$ cat config.mk
export PLATFORM = sky130hd
export DESIGN_NAME = sharpen_filter_top
export DESIGN_NICKNAME = d
export VERILOG_FILES = /design/src/hdl/pixel_pkg.sv /design/src/hdl/frame_pkg.sv /design/src/hdl/line_window.sv /design/src/hdl/frame_tracker.sv /design/src/hdl/kernel_stage.sv /design/src/hdl/sharpen_filter_top.sv
export SDC_FILE = /design/constraint.sdc
export NUM_CORES = 1
export LEC_CHECK = 0
export ABC_CLOCK_PERIOD_IN_PS = 8680
export BUFFER_PORTS_ARGS = -buffer_cell sky130_fd_sc_hd__clkbuf_2
export CAP_MARGIN = 20
export CORE_AREA = 2 2 222 224
export CTS_BUF_LIST = sky130_fd_sc_hd__clkbuf_4
export DETAILED_ROUTE_END_ITERATION = 6
export DIE_AREA = 0 0 224 226
export PLACE_DENSITY = 0.71
export SYNTH_ARGS = -nofsm -noshare
export SYNTH_HDL_FRONTEND = slang
export SYNTH_SLANG_ARGS = --single-unit
$ cat constraint.sdc
create_clock -name clk -period 8.68 [get_ports clk]
set_input_delay 0.868 -clock clk [delete_from_list [all_inputs] [get_ports clk]]
set_output_delay 0.868 -clock clk [all_outputs]
set_load 0.01 [all_outputs]
$ cat src/hdl/pixel_pkg.sv
`default_nettype none

package pixel_pkg;

	// one colour sample, unsigned
	typedef logic [7:0] channel_t;

	// red sits in the top byte, blue in the bottom byte
	typedef struct packed {
		channel_t red;
		channel_t green;
		channel_t blue;
	} rgb_t;

	// 3x3 neighbourhood, top row first, left column first
	// bottom_right is always the newest pixel
	typedef struct packed {
		rgb_t top_left;
		rgb_t top_centre;
		rgb_t top_right;
		rgb_t middle_left;
		rgb_t middle_centre;
		rgb_t middle_right;
		rgb_t bottom_left;
		rgb_t bottom_centre;
		rgb_t bottom_right;
	} window_t;

	// range -4*255 .. 5*255 needs 12 signed bits
	typedef logic signed [11:0] acc_t;

	// sharpen kernel weights
	localparam acc_t COEF_CENTER = 12'sd5;
	localparam acc_t COEF_EDGE = -12'sd1;
	localparam acc_t COEF_CORNER = 12'sd0;

	// saturation ceiling of one channel
	localparam acc_t CHANNEL_MAX = 12'sd255;

endpackage

`default_nettype wire

$ cat src/hdl/frame_pkg.sv
`default_nettype none

package frame_pkg;

	// real image size
	localparam int IMG_WIDTH = 8;
	localparam int IMG_HEIGHT = 6;

	// kernel half-width, one ring of zeros around the image
	localparam int BORDER = 1;

	// padded frame as the source sends it
	localparam int PAD_WIDTH = IMG_WIDTH + 2 * BORDER;
	localparam int PAD_HEIGHT = IMG_HEIGHT + 2 * BORDER;

	// position inside the padded frame
	typedef logic [3:0] col_t;
	typedef logic [3:0] row_t;

	// per-window flags that travel beside the data
	// interior: window centre is a real image pixel
	// last: window closed by the final pixel of the frame
	typedef struct packed {
		logic interior;
		logic last;
	} tag_t;

endpackage

`default_nettype wire

$ cat src/hdl/line_window.sv
`timescale 1ns/1ns
`default_nettype none

module line_window (
	input wire logic clk,
	input wire logic reset,
	input wire logic i_adv,
	input wire pixel_pkg::rgb_t i_pixel,
	output pixel_pkg::window_t o_window
);
	import pixel_pkg::*;
	import frame_pkg::*;

	// row delay lines, index 0 holds the newest entry
	rgb_t [PAD_WIDTH-1:0] line_mid;
	rgb_t [PAD_WIDTH-1:0] line_top;

	// pixel one row up and two rows up from i_pixel
	rgb_t mid_tap;
	rgb_t top_tap;

	window_t win_q;

	assign mid_tap = line_mid[PAD_WIDTH-1];
	assign top_tap = line_top[PAD_WIDTH-1];

	always_ff @(posedge clk) begin
		if (reset) begin
			line_mid <= '0;
			line_top <= '0;
			win_q <= '0;
		end else if (i_adv) begin
			// second line chains off the first one
			line_mid <= {line_mid[PAD_WIDTH-2:0], i_pixel};
			line_top <= {line_top[PAD_WIDTH-2:0], mid_tap};

			// slide all three rows one column to the left
			win_q.top_left <= win_q.top_centre;
			win_q.top_centre <= win_q.top_right;
			win_q.top_right <= top_tap;
			win_q.middle_left <= win_q.middle_centre;
			win_q.middle_centre <= win_q.middle_right;
			win_q.middle_right <= mid_tap;
			win_q.bottom_left <= win_q.bottom_centre;
			win_q.bottom_centre <= win_q.bottom_right;
			win_q.bottom_right <= i_pixel;
		end
	end

	assign o_window = win_q;

	// only strobed pixels reach the window, so it stays known once fed
	a_window_known: assert property (
		@(posedge clk) disable iff (reset)
		i_adv |=> !$isunknown(o_window)
	) else $error("line_window: window holds unknown samples");

endmodule

`default_nettype wire

$ cat src/hdl/frame_tracker.sv
`timescale 1ns/1ns
`default_nettype none

module frame_tracker (
	input wire logic clk,
	input wire logic reset,
	input wire logic i_adv,
	output frame_pkg::tag_t o_tag
);
	import frame_pkg::*;

	// position of the next pixel to be taken
	col_t col_q;
	row_t row_q;

	tag_t tag_q;

	logic col_end;
	logic row_end;

	assign col_end = (col_q == col_t'(PAD_WIDTH - 1));
	assign row_end = (row_q == row_t'(PAD_HEIGHT - 1));

	always_ff @(posedge clk) begin
		if (reset) begin
			col_q <= '0;
			row_q <= '0;
			tag_q <= '0;
		end else if (i_adv) begin
			// centre sits one row up and one column left of this pixel
			tag_q.interior <= (row_q >= row_t'(2 * BORDER))
				&& (col_q >= col_t'(2 * BORDER));
			// final pixel of the padded frame closes the last real window
			tag_q.last <= row_end && col_end;

			// raster walk, wraps back to the origin at frame end
			if (col_end) begin
				col_q <= '0;
				if (row_end) begin
					row_q <= '0;
				end else begin
					row_q <= row_q + 1'b1;
				end
			end else begin
				col_q <= col_q + 1'b1;
			end
		end
	end

	assign o_tag = tag_q;

	a_pos_range: assert property (
		@(posedge clk) disable iff (reset)
		(col_q < col_t'(PAD_WIDTH)) && (row_q < row_t'(PAD_HEIGHT))
	) else $error("frame_tracker: position outside padded frame");

endmodule

`default_nettype wire

$ cat src/hdl/kernel_stage.sv
`timescale 1ns/1ns
`default_nettype none

module kernel_stage (
	input wire logic clk,
	input wire logic reset,
	input wire logic i_adv,
	input wire pixel_pkg::window_t i_window,
	input wire frame_pkg::tag_t i_tag,
	output logic o_valid,
	output pixel_pkg::rgb_t o_pixel,
	output logic o_last
);
	import pixel_pkg::*;
	import frame_pkg::*;

	// sum stage then clamp stage
	localparam int KERNEL_STAGES = 2;

	acc_t sum_d [3];
	acc_t sum_q [3];
	channel_t [2:0] pix_q;

	tag_t tag_q [KERNEL_STAGES];

	// high in the cycle after stage 2 took a new result
	logic adv_q;

	// zero-extend one sample and apply its weight
	function automatic acc_t weigh(input channel_t sample, input acc_t coef);
		acc_t ext;
		ext = acc_t'({4'b0000, sample});
		return ext * coef;
	endfunction

	// saturate to 0..255
	function automatic channel_t clamp(input acc_t sum);
		if (sum < 0) begin
			return '0;
		end else if (sum > CHANNEL_MAX) begin
			return channel_t'(CHANNEL_MAX);
		end
		return sum[7:0];
	endfunction

	// channel 2 is red, 0 is blue
	for (genvar c = 0; c < 3; c++) begin : g_chan
		assign sum_d[c] = weigh(i_window.middle_centre[8*c +: 8], COEF_CENTER)
			+ weigh(i_window.top_centre[8*c +: 8], COEF_EDGE)
			+ weigh(i_window.middle_left[8*c +: 8], COEF_EDGE)
			+ weigh(i_window.middle_right[8*c +: 8], COEF_EDGE)
			+ weigh(i_window.bottom_centre[8*c +: 8], COEF_EDGE)
			+ weigh(i_window.top_left[8*c +: 8], COEF_CORNER)
			+ weigh(i_window.top_right[8*c +: 8], COEF_CORNER)
			+ weigh(i_window.bottom_left[8*c +: 8], COEF_CORNER)
			+ weigh(i_window.bottom_right[8*c +: 8], COEF_CORNER);
	end

	// data path
	always_ff @(posedge clk) begin
		if (reset) begin
			for (int c = 0; c < 3; c++) begin
				sum_q[c] <= '0;
				pix_q[c] <= '0;
			end
		end else if (i_adv) begin
			for (int c = 0; c < 3; c++) begin
				sum_q[c] <= sum_d[c];
				pix_q[c] <= clamp(sum_q[c]);
			end
		end
	end

	// flags follow the data stage for stage
	always_ff @(posedge clk) begin
		if (reset) begin
			adv_q <= 1'b0;
			for (int s = 0; s < KERNEL_STAGES; s++) begin
				tag_q[s] <= '0;
			end
		end else begin
			adv_q <= i_adv;
			if (i_adv) begin
				tag_q[0] <= i_tag;
				for (int s = 1; s < KERNEL_STAGES; s++) begin
					tag_q[s] <= tag_q[s-1];
				end
			end
		end
	end

	assign o_pixel = pix_q;
	assign o_valid = adv_q && tag_q[KERNEL_STAGES-1].interior;
	assign o_last = adv_q && tag_q[KERNEL_STAGES-1].last;

	// tracker marks the frame end only on an interior window
	a_last_valid: assert property (
		@(posedge clk) disable iff (reset)
		o_last |-> o_valid
	) else $error("kernel_stage: last marker without valid pixel");

endmodule

`default_nettype wire

$ cat src/hdl/sharpen_filter_top.sv
`timescale 1ns/1ns
`default_nettype none

module sharpen_filter_top (
	input wire logic clk,
	input wire logic reset,
	input wire logic i_valid,
	input wire pixel_pkg::rgb_t i_pixel,
	output logic o_valid,
	output pixel_pkg::rgb_t o_pixel,
	output logic o_last
);
	import pixel_pkg::*;
	import frame_pkg::*;

	// registered strobe, every block steps only on it
	logic adv;
	rgb_t pix;

	window_t window;
	tag_t tag;

	// pixel bus sampled every cycle, blocks take it only when adv is high
	always_ff @(posedge clk) begin
		if (reset) begin
			adv <= 1'b0;
			pix <= '0;
		end else begin
			adv <= i_valid;
			pix <= i_pixel;
		end
	end

	// window and tag load on the same advance, so they stay aligned
	line_window u_window (
		.clk (clk),
		.reset (reset),
		.i_adv (adv),
		.i_pixel (pix),
		.o_window (window)
	);

	frame_tracker u_tracker (
		.clk (clk),
		.reset (reset),
		.i_adv (adv),
		.o_tag (tag)
	);

	kernel_stage u_kernel (
		.clk (clk),
		.reset (reset),
		.i_adv (adv),
		.i_window (window),
		.i_tag (tag),
		.o_valid (o_valid),
		.o_pixel (o_pixel),
		.o_last (o_last)
	);

endmodule

`default_nettype wire

==> results of run 1 <==
[logic make-up (layout without fill, tap and decap cells)]
kind of cell / count (synthesis) / count (layout) / synth area share [%]
mux: 533 / 533 / 20.3
compound gates: 163 / 163 / 4.40
other cells: 0 / 1 / 0
fa+ha+maj: 143 / 143 / 8.95
buf+inv: 315 / 510 / 5.00
flops: 628 / 628 / 49.4
simple gates: 685 / 685 / 10.6
xor+xnor: 39 / 39 / 1.30
[layout make-up]
class | instances | share of cell area, %
sequential | 628 | 45.2
multi-input combinational | 1563 | 41.7
clock buffer | 229 | 5.98
tap | 622 | 2.71
inverter | 172 | 2.25
timing repair buffer | 67 | 1.33
clock inverter | 42 | 0.866
antenna | 1 | 0.00871
[synthesized netlist by cell type, types with 15 or more instances]
cell type,instances
dfxtp_1,588
nor2_1,587
mux2i_1,530
inv_1,172
fa_1,75
clkbuf_1,71
ha_1,68
buf_2,45
edfxtp_1,40
a21oi_1,33
a211oi_1,30
nor2b_1,30
o41ai_1,25
xnor2_1,24
o21ai_0,22
buf_4,20
a21o_1,16
nor3_1,16
xor2_1,15
[flip-flops by register name, indices dropped and copies added (netlist names)]
register           count
u_tracker.col_q        4
u_kernel.tag_q         4
pix                   24
u_kernel.adv_q         1
u_tracker.row_q        4
u_tracker.o_tag        2
adv                    1
u_window.line_mid    232
u_kernel.sum_q        36
u_window.line_top    240
u_window.o_window     56
u_kernel.o_pixel      24
[path summary, 6_finish.rpt]
path,startpoint,end,depth (start not counted)
worst max-delay path,u_window.line_top[35],u_kernel.sum_q[0][22],14
worst min-delay path,i_pixel[10],pix[10],2
worst max register to register,u_window.line_top[35],u_kernel.sum_q[0][22],14
worst min register to register,pix[15],u_window.line_mid[15],2
[per-layer routing]
| layer | wire length, um | global-route usage, % | vias up |
|---|---|---|---|
| met4 | 723 | 7.27 | 0 |
| met5 | 0 | 0 | - |
| met2 | 19400 | 27.4 | 244 |
| met1 | 22800 | 25.1 | 7920 |
| li1 | - | - | 8630 |
| met3 | 1930 | 5.06 | 51 |
[worst max-delay path, delay by kind of cell, from the launching register on]
family,cells,cell delay [ps]
buf+inv,1,40
xor+xnor,1,120
flops,1,400
simple gates,2,370
compound gates,5,990
fa+ha+maj,5,1750
[power breakdown]
group | switching [uW] | leakage (uW) | internal, uW | total (uW)
clock | 1110 | 0.00118 | 1290 | 2410
sequential | 27.2 | 0.00518 | 2940 | 2970
combinational | 149 | 0.00560 | 101 | 250
total | 1290 | 0.0120 | 4340 | 5630
[per-stage QoR]
| stage | cells | setup slack, ps | util [%] | hold slack [ps] |
|---|---|---|---|---|
| final | 3324 | 4700 | 59.4 | 159 |
| after global placement | 3052 | 4850 | 55.4 | 450 |
| after detailed placement | 3052 | 4790 | 55.4 | 457 |
| after global routing | 3324 | 4480 | 59.4 | 51.7 |
| after CTS | 3323 | 4700 | 59.4 | 33.7 |
| after floorplan | 2506 | 5010 | - | 440 |
==> run summary, run 1 <==
### Yosys
- 628 — synthesis-stage register bit count
- 26300 um2 — post-synth design cell area
- 2676 — net count after synthesis
- 2506 — cells after synthesis
- 0 — Syn. warnings
- dfxtp_1 — dominant synthesized flop cell
- 40 — Post-synth EDFFs
- dfxtp_1 45%, mux2i_1 20%, nor2_1 8.4% — synth top area cells
- 50 — post-synthesis cell type count
- 0% — post-synthesis async set-or-reset flop share
- 10.5 um2 — post-synthesis average cell area
- dfxtp_1 — library cell occupying the most area in the post-synthesis netlist
- 44.8% — share of the synthesized area in the top cell type
- 49.4% — Seq/Total Area, Yosys

### Drt
- 0 — post-detailed-route count of antenna-violating nets
- 16845 — via total after detailed routing
- 889 — DRT iter0 DRCs
- 0 — number of remaining DRC errors
- 5 — 1st-pass router iterations
- 44800 um — total wire length after detailed routing
- 13.5 um — WL per Instance
- 5.07 — Via-to-Cell Ratio

### Finish
- 9.39% — Synth-to-Final Area Change
- 587 x nor2_1, 587 x dfxtp_1, 530 x mux2i_1, 229 x clkbuf_4, 172 x inv_1 — most used cells in the layout excluding fill and tap cells
- 12.0% — fraction of final layout cells with drive strength greater than 1
- 4060 — filler cell count
- 13000 um2 — sequential standard cell area
- 2762 — number of nets in the layout
- 28700 um2 — fin area
- 12000 um2 — area of the multi-input gates

### Worst setup path
- 4600 ps — data arrival time of the critical path
- ha_1 — cell occurring most often along the worst timing path
- 9300 ps — Critical Path RT
- register — startpoint kind of the worst setup timing path
- 6 — Crit Path Max Fanout
- 490 ps — Max stage delay on crit path
- reg2reg — kind of critical path
- fa_1 — master of the slowest instance on the critical path
- 4700 ps — slack of the worst reg-to-reg path
- register — Critical Path Sink Type
- ha_1 -> ha_1 -> fa_1 -> a21o_1 -> a21oi_1 -> xnor2_1 -> fa_1 -> inv_1 -> ha_1 -> and3_1 -> and2_1 -> o311ai_1 -> a21o_1 -> a21oi_1 — cell-by-cell trace of the critical path

### Flow run
- 0 — number of violations of the max-capacitance limit

### Clocking
- 0 — # resized after CTS
- 0 — number of buffers inserted for hold repair after clock tree synthesis
- 160 — number of buffers added by the clock tree synthesis step
- 4 — H-tree depth
- 60 ps — clock slew at the register clock pins of the worst setup and hold paths
- clkbuf_4 — root buf cell
- built — CTS tree
- 628 — CTS sink count
- 0 — Post-CTS Setup Inserts
- 940 ps — Clk Latency, worst-skew pair
- 3 — CTS max path bufs

### Floorplanning
- 48300 um2 — CORE AREA
- 81 — Core Rows
- 224 um — die width
- 53 — # IOs
- 226 um — die height
- 50600 um2 — total die area
- 54.3% — initial standard-cell utilization of the core

### Global routing
- 0 — residual overflow from global routing
- 1 — number of antenna violations at the first check in global routing
- 16591 — vias in the first global route
- 123 — maximum number of pins on one net before global-route repair
- 18.3% — overall fraction of global-route tracks in use
- 76600 um — first-pass GRT wire length

### Pwr
- 5630 uW — Final Power
- 196 nW/um2 — pwr/cell area
- 0.0120 uW — Pleak
- 0.149 mV — maximum vdd drop

### STA
- 55.9 ps — worst-case clock skew
- 0 — final max-slew violation count
- 0 — Final Setup Violations
- 3980 ps — final critical delay including setup and external delays
- false — unrepaired setup endpoints after global routing
- 27.6% — relative max-transition margin
- 1090 ps — slew of the pin with the lowest slew margin
- 45.8% — post-route clock period utilization
- 0 ps — Total Negative Setup Slacks
- 251 MHz — achievable frequency
- 0 — Final Hold Violating Endpoints

### Placed design
- 0.811 — final weighted congestion in routability-driven placement
- 52 — # port buffers
- 29200 um — detailed placement HPWL
- 26800 um2 — DP Area

### Status
- finished, final reports clean — run status

### Worst hold path
- in2reg — worst hold-check path type

Power figures use the tool's default switching activity.
==> run 2, diff against run 1 <==
--- a/config.mk
+++ b/config.mk
@@ -5,14 +5,15 @@
 export SDC_FILE = /design/constraint.sdc
 export NUM_CORES = 1
 export LEC_CHECK = 0
-export ABC_CLOCK_PERIOD_IN_PS = 8680
+export ABC_AREA = 1
+export ABC_CLOCK_PERIOD_IN_PS = 3230
 export BUFFER_PORTS_ARGS = -buffer_cell sky130_fd_sc_hd__clkbuf_2
 export CAP_MARGIN = 20
-export CORE_AREA = 2 2 222 224
+export CORE_AREA = 2 2 214 216
 export CTS_BUF_LIST = sky130_fd_sc_hd__clkbuf_4
 export DETAILED_ROUTE_END_ITERATION = 6
-export DIE_AREA = 0 0 224 226
-export PLACE_DENSITY = 0.71
+export DIE_AREA = 0 0 216 218
+export PLACE_DENSITY = 0.74
 export SYNTH_ARGS = -nofsm -noshare
 export SYNTH_HDL_FRONTEND = slang
 export SYNTH_SLANG_ARGS = --single-unit
==> constraint.sdc (replaced) <==
create_clock -name clk -period 3.23 [get_ports clk]
set_input_delay 0.323 -clock clk [delete_from_list [all_inputs] [get_ports clk]]
set_output_delay 0.323 -clock clk [all_outputs]
set_load 0.01 [all_outputs]
==> run summary, run 2 <==
### Status
- finished, final reports clean — run status

### Worst hold path
- in2reg — worst hold-check path type
- 4 — WHS Path Cells
- i_pixel[14] — hold path start

### Yosys
- 720 x inv_1, 588 x dfxtp_1, 502 x o22ai_1, 191 x nand2_1, 123 x buf_2 — list of most frequent post-synthesis cells
- dfxtp_1 — dominant synthesized flop cell
- dfxtp_1 48%, o22ai_1 13%, inv_1 11% — synth top area cells
- 40 — Post-synth EDFFs
- 2674 — cells after synthesis
- 0 — Syn. warnings
- 48.2% — share of the synthesized area in the top cell type
- 53.1% — Seq/Total Area, Yosys
- 9.13 um2 — post-synthesis average cell area
- 29 — post-synthesis cell type count
- 0% — post-synthesis async set-or-reset flop share
- 628 — synthesis-stage register bit count
- 2844 — net count after synthesis
- inv_1 — count leader, synth
- 24400 um2 — post-synth design cell area
- dfxtp_1 — library cell occupying the most area in the post-synthesis netlist

### Worst setup path
- fa_1 — cell occurring most often along the worst timing path
- fa_1 — master of the slowest instance on the critical path
- 14 — number of cell instances on the worst register-to-register path
- 3860 ps — data arrival time of the critical path
- 3900 ps — Critical Path RT
- reg2reg — kind of critical path
- 4 — Crit Path Max Fanout
- u_window.line_top[13] — worst setup path startpoint
- register — Critical Path Sink Type
- u_window.line_top[13] — worst flop-to-flop path startpoint
- register — startpoint kind of the worst setup timing path
- 560 ps — Max stage delay on crit path
- inv_2 -> fa_1 -> inv_1 -> fa_1 -> fa_1 -> inv_1 -> ha_4 -> nand2_2 -> nor2_4 -> nand3_1 -> nand3_2 -> nand2_1 -> nand2_1 -> nor2_1 — cell-by-cell trace of the critical path

### Global routing
- 21.8% — overall fraction of global-route tracks in use
- 102 — maximum number of pins on one net before global-route repair
- 18551 — vias in the first global route
- 0 — residual overflow from global routing
- 83800 um — first-pass GRT wire length
- 3 — number of antenna violations at the first check in global routing

### Finish
- 3622 — final non-filler cell total
- 3499 — filler cell count
- 678 x inv_1, 567 x dfxtp_1, 502 x o22ai_1, 231 x clkbuf_4, 158 x nand2_1 — most used cells in the layout excluding fill and tap cells
- inv_1 — most common cell after layout, fill and taps aside
- 29200 um2 — fin area
- 19.8% — Synth-to-Final Area Change
- 13000 um2 — sequential standard cell area
- 240 — number of flip-flops under the largest register name
- 20.7% — fraction of final layout cells with drive strength greater than 1
- 9030 um2 — area of the multi-input gates
- u_window.line_top — Top reg by flops
- 3082 — number of nets in the layout

### Floorplanning
- 44900 um2 — CORE AREA
- 53 — # IOs
- 54.4% — initial standard-cell utilization of the core
- 218 um — die height
- 216 um — die width
- 78 — Core Rows
- 47100 um2 — total die area

### Pwr
- 0.0116 uW — Pleak
- 0.416 mV — maximum vdd drop
- 522 nW/um2 — pwr/cell area

### STA
- 0 ps — Total Negative Setup Slacks
- 0 — Final Hold Violating Endpoints
- 38.7 ps — smallest setup slack after layout
- 0 — final max-slew violation count
- 53.2% — relative max-transition margin
- 48.4 ps — worst-case clock skew
- true — unrepaired setup endpoints after global routing
- 703 ps — slew of the pin with the lowest slew margin
- 3190 ps — final critical delay including setup and external delays
- 313 MHz — achievable frequency
- 98.8% — post-route clock period utilization
- 0 — Final Setup Violations

### Drt
- 0 — post-detailed-route count of antenna-violating nets
- 854 — DRT iter0 DRCs
- 50800 um — total wire length after detailed routing
- 5.08 — Via-to-Cell Ratio
- 0 — number of remaining DRC errors
- 5 — 1st-pass router iterations
- 18388 — via total after detailed routing
- 14.0 um — WL per Instance

### Clocking
- built — CTS tree
- 155 — number of buffers added by the clock tree synthesis step
- 70 ps — clock slew at the register clock pins of the worst setup and hold paths
- 628 — CTS sink count
- 4 — H-tree depth
- 3 — CTS max path bufs
- clkbuf_4 — root buf cell
- 950 ps — Clk Latency, worst-skew pair

### Placed design
- 32000 um — detailed placement HPWL
- 52 — # port buffers
- 25700 um2 — DP Area
- -143 ps — worst slack, placed
- 3293 — count of placed standard cells including taps
- 0.866 — final weighted congestion in routability-driven placement

### Flow run
- 0 — number of violations of the max-capacitance limit

==> run 2: changes by cell type after synthesis, moves of 30 or more <==
cell / before / now
a21oi_1: 33 / 71
buf_2: 45 / 123
clkbuf_1: 71 / 2
inv_1: 172 / 720
mux2i_1: 530 / 0
nand2_1: 7 / 191
nand3_1: 8 / 70
nor2_1: 587 / 99
nor2b_1: 30 / 0
o22ai_1: 1 / 502
==> run 2: path summary, 6_finish.rpt <==
| check | end | slack, ps |
|---|---|---|
| max | u_kernel.sum_q[0][23] | 40 |
| min | pix[14] | 230 |
| max reg2reg | u_kernel.sum_q[0][23] | 40 |
| min reg2reg | u_window.line_mid[13] | 430 |
==> run 2: where the power goes <==
group / internal (uW) / leakage (uW) / switching [uW]
combinational: 237 / 0.00527 / 436
sequential: 7900 / 0.00519 / 38.8
clock: 3650 / 0.00118 / 3000
==> run 2: timing repair <==
| item | in CTS | in global routing |
|---|---|---|
| hold buffers | 51 | 0 |
| resized for setup | 49 | 187 |
| endpoints found under the hold margin | 51 | 0 |
| pin swaps | 23 | 99 |
| buffers inserted | 0 | 11 |
| endpoints found under the setup margin | 19 | 25 |
==> run 2: stage by stage <==
stage	hold WS [ps]	total power (uW)	utilization (%)
6_report	229	15300	65.2
5_1_grt	156	15900	65.1
4_1_cts	104	15400	63.4
3_5_place_dp	423	8680	57.2
3_3_place_gp	412	8670	57.2
2_1_floorplan	406	8510	-
==> run 2: kinds of logic after synthesis <==
| kind of cell | share of synthesized area, % |
|---|---|
| buffers and inverters | 13.7 |
| flip-flops | 53.1 |
| XOR/XNOR | 0.789 |
| adder cells (fa/ha/maj) | 9.64 |
| AND/OR/NAND/NOR | 6.43 |
| AO/OA/AOI/OAI | 16.3 |
==> run 2: per-layer routing <==
| layer | up-vias | GRT usage [%] | part of all wire (%) |
|---|---|---|---|
| met5 | - | 0 | 0.028 |
| met4 | 2 | 10.2 | 3.0 |
| met3 | 132 | 5.09 | 3.7 |
| met2 | 349 | 39.0 | 51 |
| met1 | 8659 | 24.6 | 42 |
| li1 | 9246 | - | - |
==> run 2: critical path, delay by kind of cell, from the launching register on <==
family / cells / cell delay (ps)
DFF: 1 / 330
buffers and inverters: 3 / 150
adders and majority gates: 4 / 1900
and+or+nand+nor: 7 / 530
==> run 2: area by class of cell <==
| cell class | instances | area share [%] |
|---|---|---|
| Antenna cell | 4 | 0.0342 |
| Multi-Input combinational cell | 1195 | 30.9 |
| Tap cell | 600 | 2.57 |
| Clock buffer | 231 | 5.93 |
| Timing Repair Buffer | 209 | 5.87 |
| Inverter | 723 | 9.33 |
| Sequential cell | 628 | 44.5 |
| Clock inverter | 32 | 0.937 |
==> run 3, diff against run 2 <==
--- a/config.mk
+++ b/config.mk
@@ -9,11 +9,13 @@
 export ABC_CLOCK_PERIOD_IN_PS = 3230
 export BUFFER_PORTS_ARGS = -buffer_cell sky130_fd_sc_hd__clkbuf_2
 export CAP_MARGIN = 20
-export CORE_AREA = 2 2 214 216
+export CELL_PAD_IN_SITES_DETAIL_PLACEMENT = 1
+export CELL_PAD_IN_SITES_GLOBAL_PLACEMENT = 1
+export CORE_AREA = 2 2 234 236
 export CTS_BUF_LIST = sky130_fd_sc_hd__clkbuf_4
 export DETAILED_ROUTE_END_ITERATION = 6
-export DIE_AREA = 0 0 216 218
-export PLACE_DENSITY = 0.74
+export DIE_AREA = 0 0 236 238
+export PLACE_DENSITY_LB_ADDON = 0.1
 export SYNTH_ARGS = -nofsm -noshare
 export SYNTH_HDL_FRONTEND = slang
 export SYNTH_SLANG_ARGS = --single-unit
==> constraint.sdc (replaced) <==
create_clock -name clk -period 3.23 [get_ports clk]
set_input_delay 0.323 -clock clk [delete_from_list [all_inputs] [get_ports clk]]
set_output_delay 0.323 -clock clk [all_outputs]
set_load 0.005 [all_outputs]
==> run summary, run 3 (same netlist as run 2, synthesis figures left out) <==
### Flow run
- 0 — number of violations of the max-capacitance limit

### STA
- 100% — post-route clock period utilization
- -5.03 ps — smallest setup slack after layout
- 0 — Final Hold Violating Endpoints
- 43.1 ps — worst-case clock skew
- 3240 ps — final critical delay including setup and external delays
- 44.8% — relative max-transition margin
- true — unrepaired setup endpoints after global routing
- 143 ps — final-layout worst hold slack
- 829 ps — slew of the pin with the lowest slew margin
- 0 — final max-slew violation count
- 2 — Final Setup Violations
- 309 MHz — achievable frequency

### Finish
- 688 x inv_1, 565 x dfxtp_1, 502 x o22ai_1, 231 x clkbuf_4, 153 x nand2_1 — most used cells in the layout excluding fill and tap cells
- 3107 — number of nets in the layout
- 240 — number of flip-flops under the largest register name
- inv_1 — most common cell after layout, fill and taps aside
- u_window.line_top — Top reg by flops
- 55.4% — post-route core utilization
- 21.1% — fraction of final layout cells with drive strength greater than 1
- 21.3% — Synth-to-Final Area Change

### Drt
- 1730 um — routed length on met3
- 23600 um — wl on met1
- met5 — top layer used by detailed routing
- 4.98 — Via-to-Cell Ratio
- 0 — number of remaining DRC errors
- 560 — DRT iter0 DRCs
- 57800 um — total wire length after detailed routing
- 4 — 1st-pass router iterations
- 18658 — via total after detailed routing
- 15.4 um — WL per Instance
- 30900 um — met2 layer wire length in the routed design
- 0 — post-detailed-route count of antenna-violating nets

### Pwr
- 52.2% — sequential share of power
- 0.0118 uW — Pleak
- 11600 uW — internal cell power
- 23.9% — switching part of the total
- 3630 uW — switching power
- 513 nW/um2 — pwr/cell area
- 4.6% — Combinational Power Share
- 43.2% — part of the total power dissipated in the clock network
- 0.358 mV — maximum vdd drop

### Worst hold path
- pix[19] — worst hold endpoint
- i_pixel[19] — hold path start
- 4 — WHS Path Cells
- in2reg — worst hold-check path type

### Placed design
- 52 — # port buffers
- 0.840 — final weighted congestion in routability-driven placement
- 36900 um — detailed placement HPWL

### Clocking
- 4 — H-tree depth
- 628 — CTS sink count
- 162 — number of buffers added by the clock tree synthesis step
- 3 — CTS max path bufs
- 970 ps — Clk Latency, worst-skew pair
- clkbuf_4 — root buf cell
- built — CTS tree
- 70 ps — clock slew at the register clock pins of the worst setup and hold paths

### Worst setup path
- ha_4 -> ha_4 -> fa_2 -> buf_4 -> xnor2_2 -> fa_1 -> inv_1 -> ha_4 -> nand2_4 -> nor2_4 -> nand3_2 -> nand3_2 -> nand2_2 -> nand2_2 -> nor2_1 — cell-by-cell trace of the critical path
- 15 — number of cell instances on the worst register-to-register path
- 550 ps — Max stage delay on crit path
- 3920 ps — Critical Path RT
- 4 — Crit Path Max Fanout
- -5 ps — slack of the worst reg-to-reg path
- reg2reg — kind of critical path
- u_window.line_top[35] — worst setup path startpoint
- 3920 ps — data arrival time of the critical path
- u_kernel.sum_q[0][21] — terminus of the critical flop-to-flop path
- register — Critical Path Sink Type
- u_window.line_top[35] — worst flop-to-flop path startpoint
- register — startpoint kind of the worst setup timing path
- fa_1 — master of the slowest instance on the critical path
- ha_4 — cell occurring most often along the worst timing path

### Status
- complete, but fails checks — run status
- negative setup slack — violations in the final reports

### Global routing
- 94300 um — first-pass GRT wire length
- 3 — number of antenna violations at the first check in global routing
- 20.6% — overall fraction of global-route tracks in use
- 0 — residual overflow from global routing
- 20113 — vias in the first global route
- 128 — maximum number of pins on one net before global-route repair

### Floorplanning
- 53500 um2 — CORE AREA
- 238 um — die height
- 85 — Core Rows
- 45.6% — initial standard-cell utilization of the core
- 53 — # IOs
- 236 um — die width
- 56200 um2 — total die area

==> run 3: cell count changes in the layout (fill, tap and decap cells not counted), moves of 4 or more <==
cell / delta
a21oi_1: +5
a21oi_2: -7
buf_4: +9
clkinv_1: +9
dlygate4sd3_1: +6
inv_1: +10
inv_2: -10
nand2_1: -5
nand2_4: +4
nand3_1: -6
nand3_2: +7
nor2_1: -5
==> run 3: stage by stage <==
stage / total power (uW) / cells / area (um2) / TNS, ps / setup slack [ps]
4_1_cts: 15400 / 3731 / 28900 / 0 / 0.486
6_report: 15200 / 3744 / 29600 / -5.27 / -5.03
3_5_place_dp: 8690 / 3400 / 25900 / -2180 / -167
5_1_grt: 16000 / 3743 / 29600 / -1750 / -178
3_3_place_gp: 8680 / 3400 / 25900 / -1390 / -161
2_1_floorplan: 8510 / 2674 / 24400 / 0 / 86.3
==> run 3: how the worst max path moves through the flow <==
stage | end | slack (ps)
CTS | u_kernel.sum_q[0][21] | 0.5
floorplan | u_kernel.sum_q[0][18] | 90
detailed placement | u_kernel.sum_q[0][11] | -170
global route | u_kernel.sum_q[0][10] | -180
global placement | u_kernel.sum_q[0][10] | -160
finish | u_kernel.sum_q[0][21] | -5
==> run 3: power by group through the flow <==
stage,logic (uW),registers (uW),clock network [uW]
floorplan,402,8100,0
global placement,562,8110,0
detailed placement,574,8120,0
CTS,643,7940,6820
global route,761,7940,7250
finish,693,7940,6570
==> run 3: worst max-delay path, delay by kind of cell, from the launching register on <==
family / cells / cell delay, ps
flip-flops: 1 / 390
XOR/XNOR: 1 / 140
buffers and inverters: 2 / 210
AND/OR/NAND/NOR: 7 / 550
adder cells (fa/ha/maj): 5 / 1670
==> run 3: what timing repair did <==
action                     in CTS  in global routing
pin swaps                      28                 97
setup endpoints to repair      23                 24
gates resized for setup        77                175
hold endpoints to repair       26                  0
gates cloned                    0                  0
buffers inserted                1                 11
hold buffers                   57                  0
==> run 3: area by class of cell <==
cell class / count / area (um2)
sequential: 628 / 13000
tap: 696 / 871
clock buffer: 231 / 1730
timing repair buffer: 227 / 1900
antenna: 2 / 5.00
inverter: 723 / 2740
multi-input combinational: 1195 / 9130
clock inverter: 42 / 229
fill: 6124 / 23900
==> run 3: routing by layer <==
metal  up-vias  track usage (%)
met3       112             4.81
li1       9272                -
met5         -                0
met2       202             38.7
met1      9070             22.3
met4         2             7.87
